### src/ising_settings.svh
`ifndef ISING_SETTINGS_SVH
`define ISING_SETTINGS_SVH

// core sizes
`define ISING_NUM_SPIN        16
`define ISING_BIT_J           4    // signed coupling
`define ISING_BIT_H           4    // signed bias
`define ISING_FLIP_DEPTH      16
`define ISING_FIELD_WIDTH     10   // holds |h| + 16 * |J| with sign

// apb bus
`define ISING_APB_ADDR_WIDTH  12
`define ISING_APB_DATA_WIDTH  32

// memory regions, byte addresses
`define ISING_J_BASE          12'h100   // row r at base + 8r, low word first
`define ISING_FLIP_BASE       12'h200   // entry k at base + 4k

// register offsets
`define ISING_REG_CTRL        12'h000
`define ISING_REG_STATUS      12'h004
`define ISING_REG_ICON_COUNT  12'h008
`define ISING_REG_SPINS       12'h00C
`define ISING_REG_HBIAS_LO    12'h010
`define ISING_REG_HBIAS_HI    12'h014

`endif
### src/ising_pkg.sv
`include "ising_settings.svh"

package ising_pkg;

    // spin state, bit 1 is +1 and bit 0 is -1
    typedef logic [`ISING_NUM_SPIN-1:0] spin_vec_t;

    // one row of the coupling matrix, weight k in bits [4k +: 4]
    typedef logic [`ISING_NUM_SPIN*`ISING_BIT_J-1:0] j_row_t;
    typedef logic [`ISING_BIT_J-1:0]                 j_weight_t;

    // all biases packed, bias i in bits [4i +: 4]
    typedef logic [`ISING_NUM_SPIN*`ISING_BIT_H-1:0] h_vec_t;

    typedef logic signed [`ISING_FIELD_WIDTH-1:0] field_t;    // local field sum

    typedef logic [$clog2(`ISING_NUM_SPIN)-1:0] row_idx_t;

    // flip count runs 0 .. depth, one extra bit
    typedef logic [$clog2(`ISING_FLIP_DEPTH):0] icon_cnt_t;

    // apb
    typedef logic [`ISING_APB_ADDR_WIDTH-1:0] apb_addr_t;
    typedef logic [`ISING_APB_DATA_WIDTH-1:0] apb_data_t;

    // run control
    typedef enum logic [1:0] {
        IDLE,   // waiting, or checking the flip index
        SWEEP,  // field engine busy
        APPLY   // spins <= new spins ^ mask
    } core_state_t;

endpackage

### src/ising_load_if.sv
`timescale 1ns/1ps

// memory write traffic, one cycle after the apb access cycle
interface ising_load_if import ising_pkg::*; ();

    logic      j_wen;     // write one half row of J
    logic      flip_wen;  // write one flip mask entry
    apb_addr_t waddr;     // byte offset inside the target region
    apb_data_t wdata;

    modport regs (
        output j_wen,
        output flip_wen,
        output waddr,
        output wdata
    );

    modport engine (
        input j_wen,
        input waddr,
        input wdata
    );

    modport sequencer (
        input flip_wen,
        input waddr,
        input wdata
    );

endinterface

### src/ising_core_top.sv
`timescale 1ns/1ps

module ising_core_top import ising_pkg::*; (
    input  logic      clk_i,
    input  logic      rst_n_i,
    input  logic      psel_i,
    input  logic      penable_i,
    input  logic      pwrite_i,
    input  apb_addr_t paddr_i,
    input  apb_data_t pwdata_i,
    output apb_data_t prdata_o,
    output logic      pready_o,
    output logic      pslverr_o,
    output logic      done_o
);

    logic      busy;
    logic      start;
    logic      spin_load;
    spin_vec_t spin_wdata;
    spin_vec_t spins;
    h_vec_t    h_vec;
    icon_cnt_t icon_count;
    logic      sweep_start, sweep_done;
    spin_vec_t new_spins;
    logic      restart, advance;
    spin_vec_t mask;
    logic      none_left;

    ising_load_if load_bus ();  // memory writes from the register block

    ising_apb_regs u_apb_regs (
        .clk_i        (clk_i      ),
        .rst_n_i      (rst_n_i    ),
        .psel_i       (psel_i     ),
        .penable_i    (penable_i  ),
        .pwrite_i     (pwrite_i   ),
        .paddr_i      (paddr_i    ),
        .pwdata_i     (pwdata_i   ),
        .prdata_o     (prdata_o   ),
        .pready_o     (pready_o   ),
        .pslverr_o    (pslverr_o  ),
        .load         (load_bus   ),
        .busy_i       (busy       ),
        .done_i       (done_o     ),
        .spins_i      (spins      ),
        .start_o      (start      ),
        .spin_load_o  (spin_load  ),
        .spin_wdata_o (spin_wdata ),
        .h_o          (h_vec      ),
        .icon_count_o (icon_count )
    );

    ising_field_engine u_field_engine (
        .clk_i         (clk_i       ),
        .rst_n_i       (rst_n_i     ),
        .load          (load_bus    ),
        .h_i           (h_vec       ),
        .spins_i       (spins       ),
        .sweep_start_i (sweep_start ),
        .new_spins_o   (new_spins   ),
        .sweep_done_o  (sweep_done  )
    );

    ising_flip_sequencer u_flip_sequencer (
        .clk_i        (clk_i      ),
        .rst_n_i      (rst_n_i    ),
        .load         (load_bus   ),
        .icon_count_i (icon_count ),
        .restart_i    (restart    ),
        .advance_i    (advance    ),
        .mask_o       (mask       ),
        .none_left_o  (none_left  )
    );

    ising_spin_update u_spin_update (
        .clk_i         (clk_i       ),
        .rst_n_i       (rst_n_i     ),
        .start_i       (start       ),
        .spin_load_i   (spin_load   ),
        .spin_wdata_i  (spin_wdata  ),
        .new_spins_i   (new_spins   ),
        .sweep_done_i  (sweep_done  ),
        .mask_i        (mask        ),
        .none_left_i   (none_left   ),
        .spins_o       (spins       ),
        .sweep_start_o (sweep_start ),
        .restart_o     (restart     ),
        .advance_o     (advance     ),
        .busy_o        (busy        ),
        .done_o        (done_o      )
    );

endmodule

### src/ising_spin_update.sv
`timescale 1ns/1ps

module ising_spin_update import ising_pkg::*; (
    input  logic      clk_i,
    input  logic      rst_n_i,
    input  logic      start_i,
    input  logic      spin_load_i,
    input  spin_vec_t spin_wdata_i,
    input  spin_vec_t new_spins_i,
    input  logic      sweep_done_i,
    input  spin_vec_t mask_i,
    input  logic      none_left_i,
    output spin_vec_t spins_o,
    output logic      sweep_start_o,
    output logic      restart_o,
    output logic      advance_o,
    output logic      busy_o,
    output logic      done_o
);

    core_state_t state_q, state_d;
    spin_vec_t   spins_q;
    logic        launch_q;    // flip index check due in IDLE
    logic        done_q;
    logic        idle_start;
    logic        launch_go;

    assign idle_start = (state_q == IDLE) && !launch_q && start_i;
    assign launch_go  = (state_q == IDLE) && launch_q && !none_left_i;

    ////////////////////////////////////////////////////////////////////////////
    // run FSM, one iteration is launch + 18 sweep + apply = 20 cycles
    ////////////////////////////////////////////////////////////////////////////
    always_comb begin
        state_d = state_q;
        case (state_q)
            IDLE: begin
                if (launch_go) begin
                    state_d = SWEEP;
                end
            end
            SWEEP: begin
                if (sweep_done_i) begin
                    state_d = APPLY;
                end
            end
            APPLY: begin
                state_d = IDLE;       // back to the index check
            end
            default: begin
                state_d = IDLE;
            end
        endcase
    end

    always_ff @(posedge clk_i) begin
        if (!rst_n_i) begin
            state_q  <= IDLE;
            launch_q <= 1'b0;
            done_q   <= 1'b0;
            spins_q  <= '0;
        end else begin
            state_q <= state_d;
            if (idle_start) begin
                launch_q <= 1'b1;
                done_q   <= 1'b0;
            end else if (state_q == APPLY) begin
                launch_q <= 1'b1;
            end else if (launch_q) begin
                launch_q <= 1'b0;
                done_q   <= none_left_i;   // run over
            end
            if (state_q == APPLY) begin
                spins_q <= new_spins_i ^ mask_i;
            end else if (spin_load_i && !busy_o) begin
                spins_q <= spin_wdata_i;
                done_q  <= 1'b0;
            end
        end
    end

    assign restart_o     = idle_start;      // index back to entry 0
    assign sweep_start_o = launch_go;
    assign advance_o     = (state_q == APPLY);
    assign busy_o        = launch_q || (state_q != IDLE);
    assign done_o        = done_q;
    assign spins_o       = spins_q;

endmodule

### src/ising_flip_sequencer.sv
`timescale 1ns/1ps
`include "ising_settings.svh"

module ising_flip_sequencer import ising_pkg::*; (
    input  logic      clk_i,
    input  logic      rst_n_i,
    ising_load_if.sequencer load,
    input  icon_cnt_t icon_count_i,
    input  logic      restart_i,
    input  logic      advance_i,
    output spin_vec_t mask_o,
    output logic      none_left_o
);

    spin_vec_t flip_mem [`ISING_FLIP_DEPTH];
    row_idx_t  wr_entry;
    icon_cnt_t idx_q;   // current iteration

    assign wr_entry = row_idx_t'(load.waddr >> 2); // one word per entry

    always_ff @(posedge clk_i) begin
        if (!rst_n_i) begin
            for (int e = 0; e < `ISING_FLIP_DEPTH; e++) begin
                flip_mem[e] <= '0;
            end
        end else if (load.flip_wen) begin
            flip_mem[wr_entry] <= spin_vec_t'(load.wdata);  // low 16 bits
        end
    end

    always_ff @(posedge clk_i) begin
        if (!rst_n_i) begin
            idx_q <= '0;
        end else if (restart_i) begin
            idx_q <= '0;
        end else if (advance_i) begin
            idx_q <= idx_q + 1'b1;
        end
    end

    assign mask_o      = flip_mem[row_idx_t'(idx_q)];
    // >= so a lowered count mid-run still ends it
    assign none_left_o = (idx_q >= icon_count_i);

endmodule

### src/ising_field_engine.sv
`timescale 1ns/1ps
`include "ising_settings.svh"

module ising_field_engine import ising_pkg::*; (
    input  logic       clk_i,
    input  logic       rst_n_i,
    ising_load_if.engine load,
    input  h_vec_t     h_i,
    input  spin_vec_t  spins_i,
    input  logic       sweep_start_i,
    output spin_vec_t  new_spins_o,
    output logic       sweep_done_o
);

    j_row_t    j_mem [`ISING_NUM_SPIN];
    row_idx_t  load_row;
    spin_vec_t snap_q;         // spins frozen for the whole sweep
    logic      rd_active_q;
    row_idx_t  rd_row_q;       // stage one row
    j_row_t    row_q;
    row_idx_t  row_idx_q;      // stage two row
    logic      row_vld_q;
    field_t    field;
    spin_vec_t new_spins_q;
    logic      sweep_done_q;

    assign load_row = row_idx_t'(load.waddr >> 3); // 8 bytes per row

    // coupling memory, written in 32 bit halves
    always_ff @(posedge clk_i) begin
        if (!rst_n_i) begin
            for (int r = 0; r < `ISING_NUM_SPIN; r++) begin
                j_mem[r] <= '0;
            end
        end else if (load.j_wen) begin
            if (load.waddr[2]) begin
                j_mem[load_row][`ISING_APB_DATA_WIDTH +: `ISING_APB_DATA_WIDTH] <= load.wdata;
            end else begin
                j_mem[load_row][0 +: `ISING_APB_DATA_WIDTH] <= load.wdata;
            end
        end
    end

    ////////////////////////////////////////////////////////////////////////////
    // stage one, row read
    ////////////////////////////////////////////////////////////////////////////
    always_ff @(posedge clk_i) begin
        row_q <= j_mem[rd_row_q];
        if (sweep_start_i) begin
            snap_q <= spins_i;
        end
    end

    // stage two, field = h[i] + sum_k J[i][k] * s[k]
    always_comb begin
        logic [`ISING_BIT_H-1:0] h_raw;
        j_weight_t               w;
        field_t                  w_ext;
        h_raw = h_i[row_idx_q*`ISING_BIT_H +: `ISING_BIT_H];
        field = field_t'($signed(h_raw));
        for (int k = 0; k < `ISING_NUM_SPIN; k++) begin
            w     = row_q[k*`ISING_BIT_J +: `ISING_BIT_J];
            w_ext = field_t'($signed(w));
            field = snap_q[k] ? field + w_ext : field - w_ext;   // spin bit 0 is -1
        end
    end

    always_ff @(posedge clk_i) begin
        if (!rst_n_i) begin
            rd_active_q  <= 1'b0;
            rd_row_q     <= '0;
            row_vld_q    <= 1'b0;
            row_idx_q    <= '0;
            new_spins_q  <= '0;
            sweep_done_q <= 1'b0;
        end else begin
            row_vld_q    <= rd_active_q;
            row_idx_q    <= rd_row_q;
            sweep_done_q <= row_vld_q && (row_idx_q == row_idx_t'(`ISING_NUM_SPIN - 1));
            if (sweep_start_i) begin
                rd_active_q <= 1'b1;
                rd_row_q    <= '0;
            end else if (rd_active_q) begin
                rd_row_q <= rd_row_q + 1'b1;
                if (rd_row_q == row_idx_t'(`ISING_NUM_SPIN - 1)) begin
                    rd_active_q <= 1'b0;
                end
            end
            if (row_vld_q) begin
                new_spins_q[row_idx_q] <= ~field[`ISING_FIELD_WIDTH-1]; // zero counts as +1
            end
        end
    end

    assign new_spins_o  = new_spins_q;
    assign sweep_done_o = sweep_done_q;

endmodule

### src/ising_apb_regs.sv
`timescale 1ns/1ps
`include "ising_settings.svh"

module ising_apb_regs import ising_pkg::*; (
    input  logic      clk_i,
    input  logic      rst_n_i,
    input  logic      psel_i,
    input  logic      penable_i,
    input  logic      pwrite_i,
    input  apb_addr_t paddr_i,
    input  apb_data_t pwdata_i,
    output apb_data_t prdata_o,
    output logic      pready_o,
    output logic      pslverr_o,
    ising_load_if.regs load,
    input  logic      busy_i,
    input  logic      done_i,
    input  spin_vec_t spins_i,
    output logic      start_o,
    output logic      spin_load_o,
    output spin_vec_t spin_wdata_o,
    output h_vec_t    h_o,
    output icon_cnt_t icon_count_o
);

    logic      access;
    logic      aligned;
    logic      hit_ctrl, hit_status, hit_icon, hit_spins;
    logic      hit_hlo, hit_hhi, hit_j, hit_flip;
    logic      mapped;
    logic      guarded;     // no writes while a run is going
    logic      write_only;
    logic      err;
    logic      wr_ok;
    h_vec_t    h_q;
    icon_cnt_t icon_q;
    icon_cnt_t icon_wr;

    assign access   = psel_i & penable_i;
    assign pready_o = 1'b1; // zero wait states

    ////////////////////////////////////////////////////////////////////////////
    // address decode
    ////////////////////////////////////////////////////////////////////////////
    assign aligned    = (paddr_i[1:0] == 2'b00);
    assign hit_ctrl   = (paddr_i == `ISING_REG_CTRL);
    assign hit_status = (paddr_i == `ISING_REG_STATUS);
    assign hit_icon   = (paddr_i == `ISING_REG_ICON_COUNT);
    assign hit_spins  = (paddr_i == `ISING_REG_SPINS);
    assign hit_hlo    = (paddr_i == `ISING_REG_HBIAS_LO);
    assign hit_hhi    = (paddr_i == `ISING_REG_HBIAS_HI);
    assign hit_j      = aligned && (paddr_i >= `ISING_J_BASE)
                        && (paddr_i < `ISING_J_BASE + 8 * `ISING_NUM_SPIN);
    assign hit_flip   = aligned && (paddr_i >= `ISING_FLIP_BASE)
                        && (paddr_i < `ISING_FLIP_BASE + 4 * `ISING_FLIP_DEPTH);

    assign mapped     = hit_ctrl | hit_status | hit_icon | hit_spins
                        | hit_hlo | hit_hhi | hit_j | hit_flip;
    assign guarded    = hit_spins | hit_hlo | hit_hhi | hit_j | hit_flip;
    assign write_only = hit_hlo | hit_hhi | hit_j | hit_flip;

    assign err = !mapped
                 || (pwrite_i && busy_i && guarded)
                 || (!pwrite_i && write_only);

    assign pslverr_o = access & err;
    assign wr_ok     = access & pwrite_i & !err;

    // clip to the flip memory depth, compared on the full bus word
    assign icon_wr = (pwdata_i > `ISING_FLIP_DEPTH)
                     ? icon_cnt_t'(`ISING_FLIP_DEPTH) : icon_cnt_t'(pwdata_i);

    // read data, valid in the access cycle
    always_comb begin
        prdata_o = '0;
        if (access && !pwrite_i) begin
            if (hit_status) begin
                prdata_o = apb_data_t'({done_i, busy_i});
            end else if (hit_icon) begin
                prdata_o = apb_data_t'(icon_q);
            end else if (hit_spins) begin
                prdata_o = apb_data_t'(spins_i);
            end
        end
    end

    ////////////////////////////////////////////////////////////////////////////
    // registers and write pulses
    ////////////////////////////////////////////////////////////////////////////
    always_ff @(posedge clk_i) begin
        if (!rst_n_i) begin
            start_o       <= 1'b0;
            spin_load_o   <= 1'b0;
            load.j_wen    <= 1'b0;
            load.flip_wen <= 1'b0;
            h_q           <= '0;
            icon_q        <= '0;
        end else begin
            start_o       <= wr_ok && hit_ctrl && pwdata_i[0] && !busy_i;
            spin_load_o   <= wr_ok && hit_spins;
            load.j_wen    <= wr_ok && hit_j;
            load.flip_wen <= wr_ok && hit_flip;
            if (wr_ok && hit_icon) begin
                icon_q <= icon_wr;
            end
            if (wr_ok && hit_hlo) begin
                h_q[`ISING_APB_DATA_WIDTH-1:0] <= pwdata_i;
            end
            if (wr_ok && hit_hhi) begin
                h_q[`ISING_APB_DATA_WIDTH +: `ISING_APB_DATA_WIDTH] <= pwdata_i;
            end
        end
    end

    // write payload, latched with each accepted write
    always_ff @(posedge clk_i) begin
        if (wr_ok) begin
            spin_wdata_o <= spin_vec_t'(pwdata_i);
            load.wdata   <= pwdata_i;
            load.waddr   <= hit_j ? apb_addr_t'(paddr_i - `ISING_J_BASE)
                                  : apb_addr_t'(paddr_i - `ISING_FLIP_BASE);
        end
    end

    assign h_o          = h_q;
    assign icon_count_o = icon_q;

endmodule

### config.mk
export PLATFORM = sky130hd
export DESIGN_NAME = ising_core_top
export DESIGN_NICKNAME = d
export VERILOG_FILES = /design/src/ising_pkg.sv /design/src/ising_load_if.sv /design/src/ising_core_top.sv /design/src/ising_spin_update.sv /design/src/ising_flip_sequencer.sv /design/src/ising_field_engine.sv /design/src/ising_apb_regs.sv
export VERILOG_INCLUDE_DIRS = /design/src /design/src/src
export SDC_FILE = /design/constraint.sdc
export NUM_CORES = 2
export LEC_CHECK = 0
export BUFFER_PORTS_ARGS = -buffer_cell sky130_fd_sc_hd__buf_4
export CAP_MARGIN = 15
export CORE_ASPECT_RATIO = 0.75
export CORE_MARGIN = 1
export CORE_UTILIZATION = 45
export CTS_CLUSTER_DIAMETER = 200
export DETAILED_ROUTE_END_ITERATION = 12
export GPL_TIMING_DRIVEN = 0
export PLACE_DENSITY_LB_ADDON = 0.05
export SETUP_SLACK_MARGIN = 0.15
export SYNTH_ARGS = -nofsm -noshare
export SYNTH_HDL_FRONTEND = slang
export SYNTH_SLANG_ARGS = --single-unit
### constraint.sdc
create_clock -name clk_i -period 16.8 [get_ports clk_i]
set_clock_uncertainty 0.05 [all_clocks]
set_input_delay 0 -clock clk_i [delete_from_list [all_inputs] [get_ports clk_i]]
set_output_delay 0 -clock clk_i [all_outputs]
set_load 0.1 [all_outputs]
Word level (Yosys, flattened, before mapping)
Memories as Yosys holds them, arrays and structs flattened. A register that Yosys moved wholly into a read port is not among the register bits.
Index checks and enable logic that the tools add are counted.
{"block": "op_classes", "eq_ne": 11, "n_reduce_logical": 43, "n_shift": 1, "muxes": 60, "add_sub_neg": 36, "magnitude_cmp": 8, "n_mul": 0, "n_div": 0, "bitwise_logic": 21}
{"cell": "$mux 10", "n": 16}
{"cell": "$add 10x4->10", "n": 15}
{"cell": "$sub 10x4->10", "n": 15}
{"cell": "$mux 32", "n": 3}
{"cell": "$mux 16", "n": 4}
{"cell": "$mux 64", "n": 1}
{"cell": "$reduce_or 64->1", "n": 1}
{"cell": "$shiftx 64x7->4", "n": 1}
{"cell": "$gt 32x5->1 const B", "n": 1}
{"cell": "$eq 12x4->1 const B", "n": 2}
{"cell": "$eq 12x5->1 const B", "n": 2}
{"cell": "$logic_and 1x1->1", "n": 24}
{"cell": "$mux 1", "n": 24}
{"cell": "$bwmux 16", "n": 1}
{"cell": "$mux 4", "n": 4}
{"cell": "$reduce_or 16->1", "n": 1}
{"cell": "$xor 16x16->16", "n": 1}
{"cell": "$or 1x1->1", "n": 14}
{"cell": "$sub 7x1->7 const B", "n": 2}
{"cell": "$eq 12x3->1 const B", "n": 1}
{"cell": "$ge 12x10->1 const B", "n": 1}
{"cell": "$ge 12x9->1 const B", "n": 1}
{"cell": "$logic_not 12->1", "n": 1}
{"cell": "$lt 12x10->1 const B", "n": 1}
{"cell": "25 further kinds", "n": 43}
{"block": "totals", "mem_bits_ro": 0, "memories": 2, "mem_bits_rw": 1280, "output_inout_bits": 35, "elab_cells": 204, "regBits": 196, "latchBits": 0, "input_bits": 49}
{"name": "u_field_engine.j_mem", "words": 16, "width": 64, "read_ports": 1, "rd_ports_with_merged_regs": 1, "wr": 16, "line_no": "ising_field_engine.sv:15", "source": "j_row_t j_mem [`ISING_NUM_SPIN];"}
{"name": "u_flip_sequencer.flip_mem", "words": 16, "width": 16, "read_ports": 1, "rd_ports_with_merged_regs": 1, "wr": 16, "line_no": "ising_flip_sequencer.sv:15", "source": "spin_vec_t flip_mem [`ISING_FLIP_DEPTH];"}

Logic depth before layout (Yosys ltp)
{"block": "depth", "ltp_word": 35, "depth_mapped": 56, "ltp_nobuf": 54}

Modules after synthesis
Synthesis repeated with hierarchy kept, for this count alone.
{"block": "hier_totals", "hier_cells": 5242, "area_unflattened_um2": 74446.4}
{"mod": "ising_field_engine", "area_per_inst_um2": 56156.4, "seq_area_each_um2": 33051.7, "n_inst": 1, "cells_per_inst": 3901}
{"mod": "ising_flip_sequencer", "area_per_inst_um2": 12132.9, "seq_area_each_um2": 7867.5, "n_inst": 1, "cells_per_inst": 763}
{"mod": "ising_apb_regs", "area_per_inst_um2": 5034.8, "seq_area_each_um2": 2782.7, "n_inst": 1, "cells_per_inst": 450}
{"mod": "ising_spin_update", "area_per_inst_um2": 1122.3, "seq_area_each_um2": 400.4, "n_inst": 1, "cells_per_inst": 128}

Worst setup path before layout
No wires, ideal clock.
{"block": "synth_path", "path_type": "register to register", "from": "reg u_field_engine.row_idx_q[0]", "to": "reg u_field_engine.new_spins_q[5], in the netlist u_field_engine.new_spins_o[5]", "stages_incl_launch_ff": 42, "n_path_buf": 3, "path_slack_ps": 3877, "setup_time_ps": 66, "t_arrival_ps": 12806, "required_ps": 16684, "synth_period_minus_slack_ps": 12923, "cell_sequence": "dfxtp_1 buf_1 clkbuf_1 mux4_2 mux4_2 ha_1 fa_1 fa_1 fa_1 fa_1 fa_1 fa_1 fa_1 fa_1 fa_1 fa_1 fa_1 a21o_1 [6 not listed] xnor2_1 ha_1 a21oi_1 xnor2_1 ha_1 nor4_1 nor3_1 xor2_1 ha_1 xor2_1 ha_1 or3_1 o211ai_1 xnor3_1 xnor2_1 xnor3_2 buf_8 a21oi_2"}
{"block": "synth_via", "elab_chain_cells": 35, "elab_cells_between_ends": 56, "cone_classes": "add/sub (32); order compare (2); shift (1); mux (19); bitwise (1); reduce/logical (1)"}
{"element": "from (decl)", "line_no": "ising_field_engine.sv:21", "source": "row_idx_t row_idx_q;"}
{"element": "from (signal assigned)", "line_no": "ising_field_engine.sv:78", "source": "row_idx_q <= rd_row_q;"}
{"element": "$shiftx 64x7->4", "line_no": "ising_field_engine.sv:59", "source": "h_raw = h_i[row_idx_q*`ISING_BIT_H +: `ISING_BIT_H];"}
{"element": "$sub 4x4->5 / $add 4x4->5 (equally long branches)", "line_no": "ising_field_engine.sv:64", "source": "field = snap_q[k] ? field + w_ext : field - w_ext;"}
{"element": "$mux 10", "line_no": "ising_field_engine.sv:64"}
{"element": "$sub 10x4->10 / $add 10x4->10 (equally long branches)", "line_no": "ising_field_engine.sv:64"}
{"element": "$mux 10", "line_no": "ising_field_engine.sv:64"}
{"element": "$sub 10x4->10 / $add 10x4->10 (equally long branches)", "line_no": "ising_field_engine.sv:64"}
{"element": "$mux 10", "line_no": "ising_field_engine.sv:64"}
{"element": "$sub 10x4->10 / $add 10x4->10 (equally long branches)", "line_no": "ising_field_engine.sv:64"}
{"element": "[19 not listed]"}
{"element": "$sub 10x4->10 / $add 10x4->10 (equally long branches)", "line_no": "ising_field_engine.sv:64"}
{"element": "$mux 10", "line_no": "ising_field_engine.sv:64"}
{"element": "$sub 10x4->10 / $add 10x4->10 (equally long branches)", "line_no": "ising_field_engine.sv:64"}
{"element": "$mux 10", "line_no": "ising_field_engine.sv:64"}
{"element": "$sub 10x4->10 / $add 10x4->10 (equally long branches)", "line_no": "ising_field_engine.sv:64"}
{"element": "$mux 10", "line_no": "ising_field_engine.sv:64"}
{"element": "$not 1->1", "line_no": "ising_field_engine.sv:90", "source": "new_spins_q[row_idx_q] <= ~field[`ISING_FIELD_WIDTH-1];"}
{"element": "$bwmux 16 *", "line_no": "ising_field_engine.sv:90"}
{"element": "to (signal, indexed assignment)", "line_no": "ising_field_engine.sv:90"}
{"element": "to (decl)", "line_no": "ising_field_engine.sv:24", "source": "spin_vec_t new_spins_q;"}
Every way passes the cells marked *; elsewhere a longest branch is shown, timed or not.
A chain may end at the register's enable or synchronous reset.

Worst setup path in the final report
{"block": "layout_path", "from": "reg u_field_engine.row_idx_q[1]", "to": "reg u_field_engine.new_spins_q[12], in the netlist u_field_engine.new_spins_o[12]"}
Same word-level chain as after synthesis.

==> impl_summary.md <==
Clocking
The H-tree generated during clock tree synthesis spans 4 levels. TritonCTS built the clock tree. Clock latency on the worst-skew pair, taken at its later pin, is between 800 and 900 ps. The longest clock path from root to sink contains 3 buffers. The clock transition time at the flip-flop clock pins of the worst setup and hold paths is 60 ps. The clock root buffer master is clkbuf_16. The clock sink total is approximately 1.5k. The CTS buffer count is 158. The number of post-CTS setup repair buffers is 0.

Global route
The initial antenna violation count came to 26. The pin count of the biggest net entering global routing is 24. Summed over all layers, the global routing overflow is 0.

For this run, the total global-route usage over all layers was measured as 0.289. The first global-routing pass estimated approximately 330000 um of wire. The number of global-route vias before repair is ~44k.

Route
The top layer used by detailed routing is met5. After detailed routing, the average wire length per cell comes to approximately 30 um. The met2 wirelength from detailed routing is approximately 100000 um. The final layout contains routed wiring with a total length of ~240000 um. For this block, wires on met1 add up to between 100000 and 150000 um. Dividing the detail-routed via count by the number of cells gives roughly 5.7. The antenna violation net count after detailed routing is 0. The met3 wirelength from detailed routing is around 19000 um.

The number of design-rule violations left by the first detailed-router iteration is 5294. The DRC violations left is 0. The vias after detailed routing is 44.6k. The first detailed-routing pass ran for 6 iterations.

STA
The worst hold-check slack is about 75 ps. The number of hold violations in the final report is 0. The total count of max-transition violations in the final report is 0. For the finished layout, the period the worst path requires is around 16000 ps. The relative slew slack is 0.110. The maximum achievable frequency is 63.4 MHz.

Of the available clock period, the critical path in the final layout requires 0.939. At the pin with the least slew margin, the transition time is roughly 1300 ps. The aggregate negative setup slack is 0 ps. The final setup violation count is 0. Setup repair after global routing left no endpoint under its margin.

Critical path
Along the worst path, the maximum fanout reaches 10. STA classifies the critical path startpoint as a flip-flop. For the worst setup path, the data arrival time is around 16000 ps. Counting stages on the worst path, the most repeated cell is ha_1.

Counting cells, the worst reg-to-reg path comes to 51. The endpoint type of the worst setup path is a flip-flop. The largest stage delay on the critical path is 670 ps. The critical path is of the reg2reg type. For the worst setup path, the data required time is roughly 17000 ps. For this design, the slowest cell found on the critical path is clkbuf_1. The worst flop-to-flop path endpoint is u_field_engine.new_spins_o[12]. For flop-to-flop paths, the worst setup slack is 1030 ps.

The critical path startpoint is u_field_engine.row_idx_q[1]. The startpoint identified for the worst register-to-register timing path is u_field_engine.row_idx_q[1].

Logic synthesis
Counting flops and latches in the post-synthesis netlist gives roughly 1.5k. Yosys printed 0 warnings. The post-synthesis area per instance is 14.1 um^2. The number of distinct standard cells referenced by the synthesized netlist is 53.

The most used flip-flop cell after synthesis is edfxtp_1. The netlist area before placement is around 73000 um^2. Synthesis produced a netlist whose cell count is ~5.2k.

Of the synthesized area, sequential elements account for 0.598. Counting flops with a built-in enable in the synthesized netlist gives approximately 1.3k. For this run, asynchronously set or reset flops after synthesis account for 0.

Min path
The class of the tightest hold or removal check is in2reg. The worst hold path terminates at u_apb_regs.icon_count_o[4]. The depth of the worst hold-timing path is 4.

In this run the most critical hold path is launched from pwdata_i[4].

Placed design
Buffers placed on the I/O ports in this run total 66. The routability-driven placement congestion ratio is between 0.8 and 0.9. In this run the cell area measured after placement is 78300 um^2. The total half-perimeter wirelength after legalization and detailed placement is 174000 um.

Floorplanning
The die is approximately 350 um tall. The floorplan row count is 127. The core region is around 160000 um^2. For this configuration, the core starts out at a cell density of 0.456. The die covers about 160000 um^2.

The I/O pin count is 84. The floorplan step set the die width to roughly 470 um.

Final layout
From synthesis to final layout, the design area changed by 15.0%. Of the cells placed in the final design, the portion with a size suffix greater than 1 is 0.159. The filler cells instantiated in the layout total ~13k.

The final instance area is between 80000 and 90000 um^2. The final layout contains ~5.8k nets.

Run status
The flow ran to the end, and the final reports show no timing, DRC or antenna violations.

Run
The number of maximum-capacitance violations is 0.
cell families (layout without fill, tap and decap cells):
group	Yosys count	count (layout)	share of synthesized area
simple gates	1878	1878	0.145
xor+xnor	163	163	0.0208
mux	441	441	0.132
other cells	2	29	0.000102
fa+ha+maj	205	205	0.0365
buf+inv	542	1059	0.0288
compound gates	435	435	0.0381
flops	1526	1526	0.598
state kept, by name, indices dropped and copies added (netlist names), 2 cells and up, named ones only:
register	flops
u_field_engine.snap_q	16
u_flip_sequencer.flip_mem	256
u_field_engine.rd_row_q	4
u_field_engine.row_idx_q	4
u_apb_regs.load.waddr	5
u_flip_sequencer.idx_q	5
u_field_engine.j_mem	1024
u_spin_update.state_q	2
u_spin_update.spins_o	16
u_apb_regs.icon_count_o	5
u_apb_regs.h_o	64
u_field_engine.row_q	64
u_apb_regs.load.wdata	17
u_apb_regs.spin_wdata_o	15
u_field_engine.new_spins_o	16
repair_timing:
| action | 4_1_cts | 5_1_grt |
|---|---|---|
| endpoints found under the setup margin | 0 | 16 |
| resized for setup | 0 | 4 |
| hold endpoints to repair | 147 | 0 |
| hold buffers | 85 | 0 |
cells in the final DEF, fill, tap and decap left out, drive strengths merged, types with 11 or more instances in the layout:
cell type	netlist	final
edfxtp	1333	1333
and2	1299	1299
clkbuf	350	569
mux4	420	420
nand2	228	228
dfxtp	193	193
ha	190	190
buf	56	190
nor2	188	188
inv	136	150
a21oi	130	130
o21ai	98	98
a21boi	90	90
xnor2	89	89
dlygate4sd3	0	85
xor2	67	67
clkinv	0	52
nor3	43	43
o21bai	31	31
nand3	30	30
nand2b	24	24
or3	22	22
a21o	21	21
a22oi	18	18
mux2	17	17
conb	2	17
fa	15	15
nor4	14	14
diode	0	12
o41ai	12	12
a21bo	11	11
critical path: cells and delay by family, from the launching register on:
family | cells | cell delay [ps]
AOI/OAI and AO/OA | 7 | 1690
xor gates and xnor gates | 19 | 4650
adders and majority gates | 17 | 5640
buffers and inverters | 3 | 1550
DFF | 1 | 550
muxes | 2 | 1010
and+or+nand+nor | 3 | 520
routing by layer:
metal  vias to the layer above  GRT usage
li1                      19600          -
met1                     22800      0.442
met2                      1846      0.425
met3                       309     0.0488
met4                        12     0.0753
met5                         -          0
worst max-delay path by stage:
stage	endpoint	slack, ps
3_3_place_gp	u_field_engine.new_spins_o[5]	1100
2_1_floorplan	u_field_engine.new_spins_o[5]	3880
6_report	u_field_engine.new_spins_o[12]	1030
5_1_grt	u_field_engine.new_spins_o[12]	270
3_5_place_dp	u_field_engine.new_spins_o[12]	1040
4_1_cts	u_field_engine.new_spins_o[12]	970
cell type report:
cell class	count	area, um^2	share of cell area
Sequential cell	1526	43900	0.520
Multi-Input combinational cell	3139	27800	0.329
Clock buffer	218	4430	0.0526
Timing Repair Buffer	221	2760	0.0328
Tap cell	2128	2660	0.0316
Buffer	406	1610	0.0191
Clock inverter	78	717	0.00850
Inverter	136	510	0.00605
Antenna cell	12	30.0	0.000356
per-stage QoR:
stage | util | instances | setup WS [ps]
after floorplan | - | 5207 | 3880
after global placement | 0.476 | 7401 | 1100
after detailed placement | 0.487 | 7465 | 1040
after CTS | 0.524 | 7846 | 969
after global routing | 0.525 | 7852 | 267
final | 0.525 | 7864 | 1030
cell usage after synthesis (3+ instances only):
library cell,n,area share
edfxtp_1,1333,0.55
and2_1,1299,0.11
mux4_2,420,0.13
clkbuf_1,350,0.018
nand2_1,228,0.012
dfxtp_1,193,0.053
ha_1,190,0.032
nor2_1,188,0.0096
inv_1,136,0.0070
a21oi_1,120,0.0082
o21ai_0,98,0.0067
xnor2_1,89,0.011
a21boi_0,88,0.0090
xor2_1,67,0.0080
nor3_1,43,0.0029
buf_1,38,0.0019
o21bai_1,31,0.0032
nand3_1,30,0.0020
nand2b_1,24,0.0020
a21o_1,21,0.0021
or3_1,20,0.0017
a22oi_1,18,0.0018
buf_4,17,0.0017
mux2_2,17,0.0026
fa_1,15,0.0041
nor4_1,14,0.0012
o41ai_1,12,0.0014
a21bo_2,11,0.0015
a21oi_2,10,0.0012
o211ai_1,9,0.00092
nor2b_1,8,0.00068
nand4_1,6,0.00051
xnor3_1,6,0.0018
nand3b_1,5,0.00051
a211oi_1,4,0.00041
mux2i_1,4,0.00055
o31a_1,4,0.00048
and3_1,3,0.00026
nor3b_1,3,0.00031
or4_1,3,0.00031
Power is not shown: default switching activity piles up to over one toggle a cycle in this logic, so the estimate is an artifact.
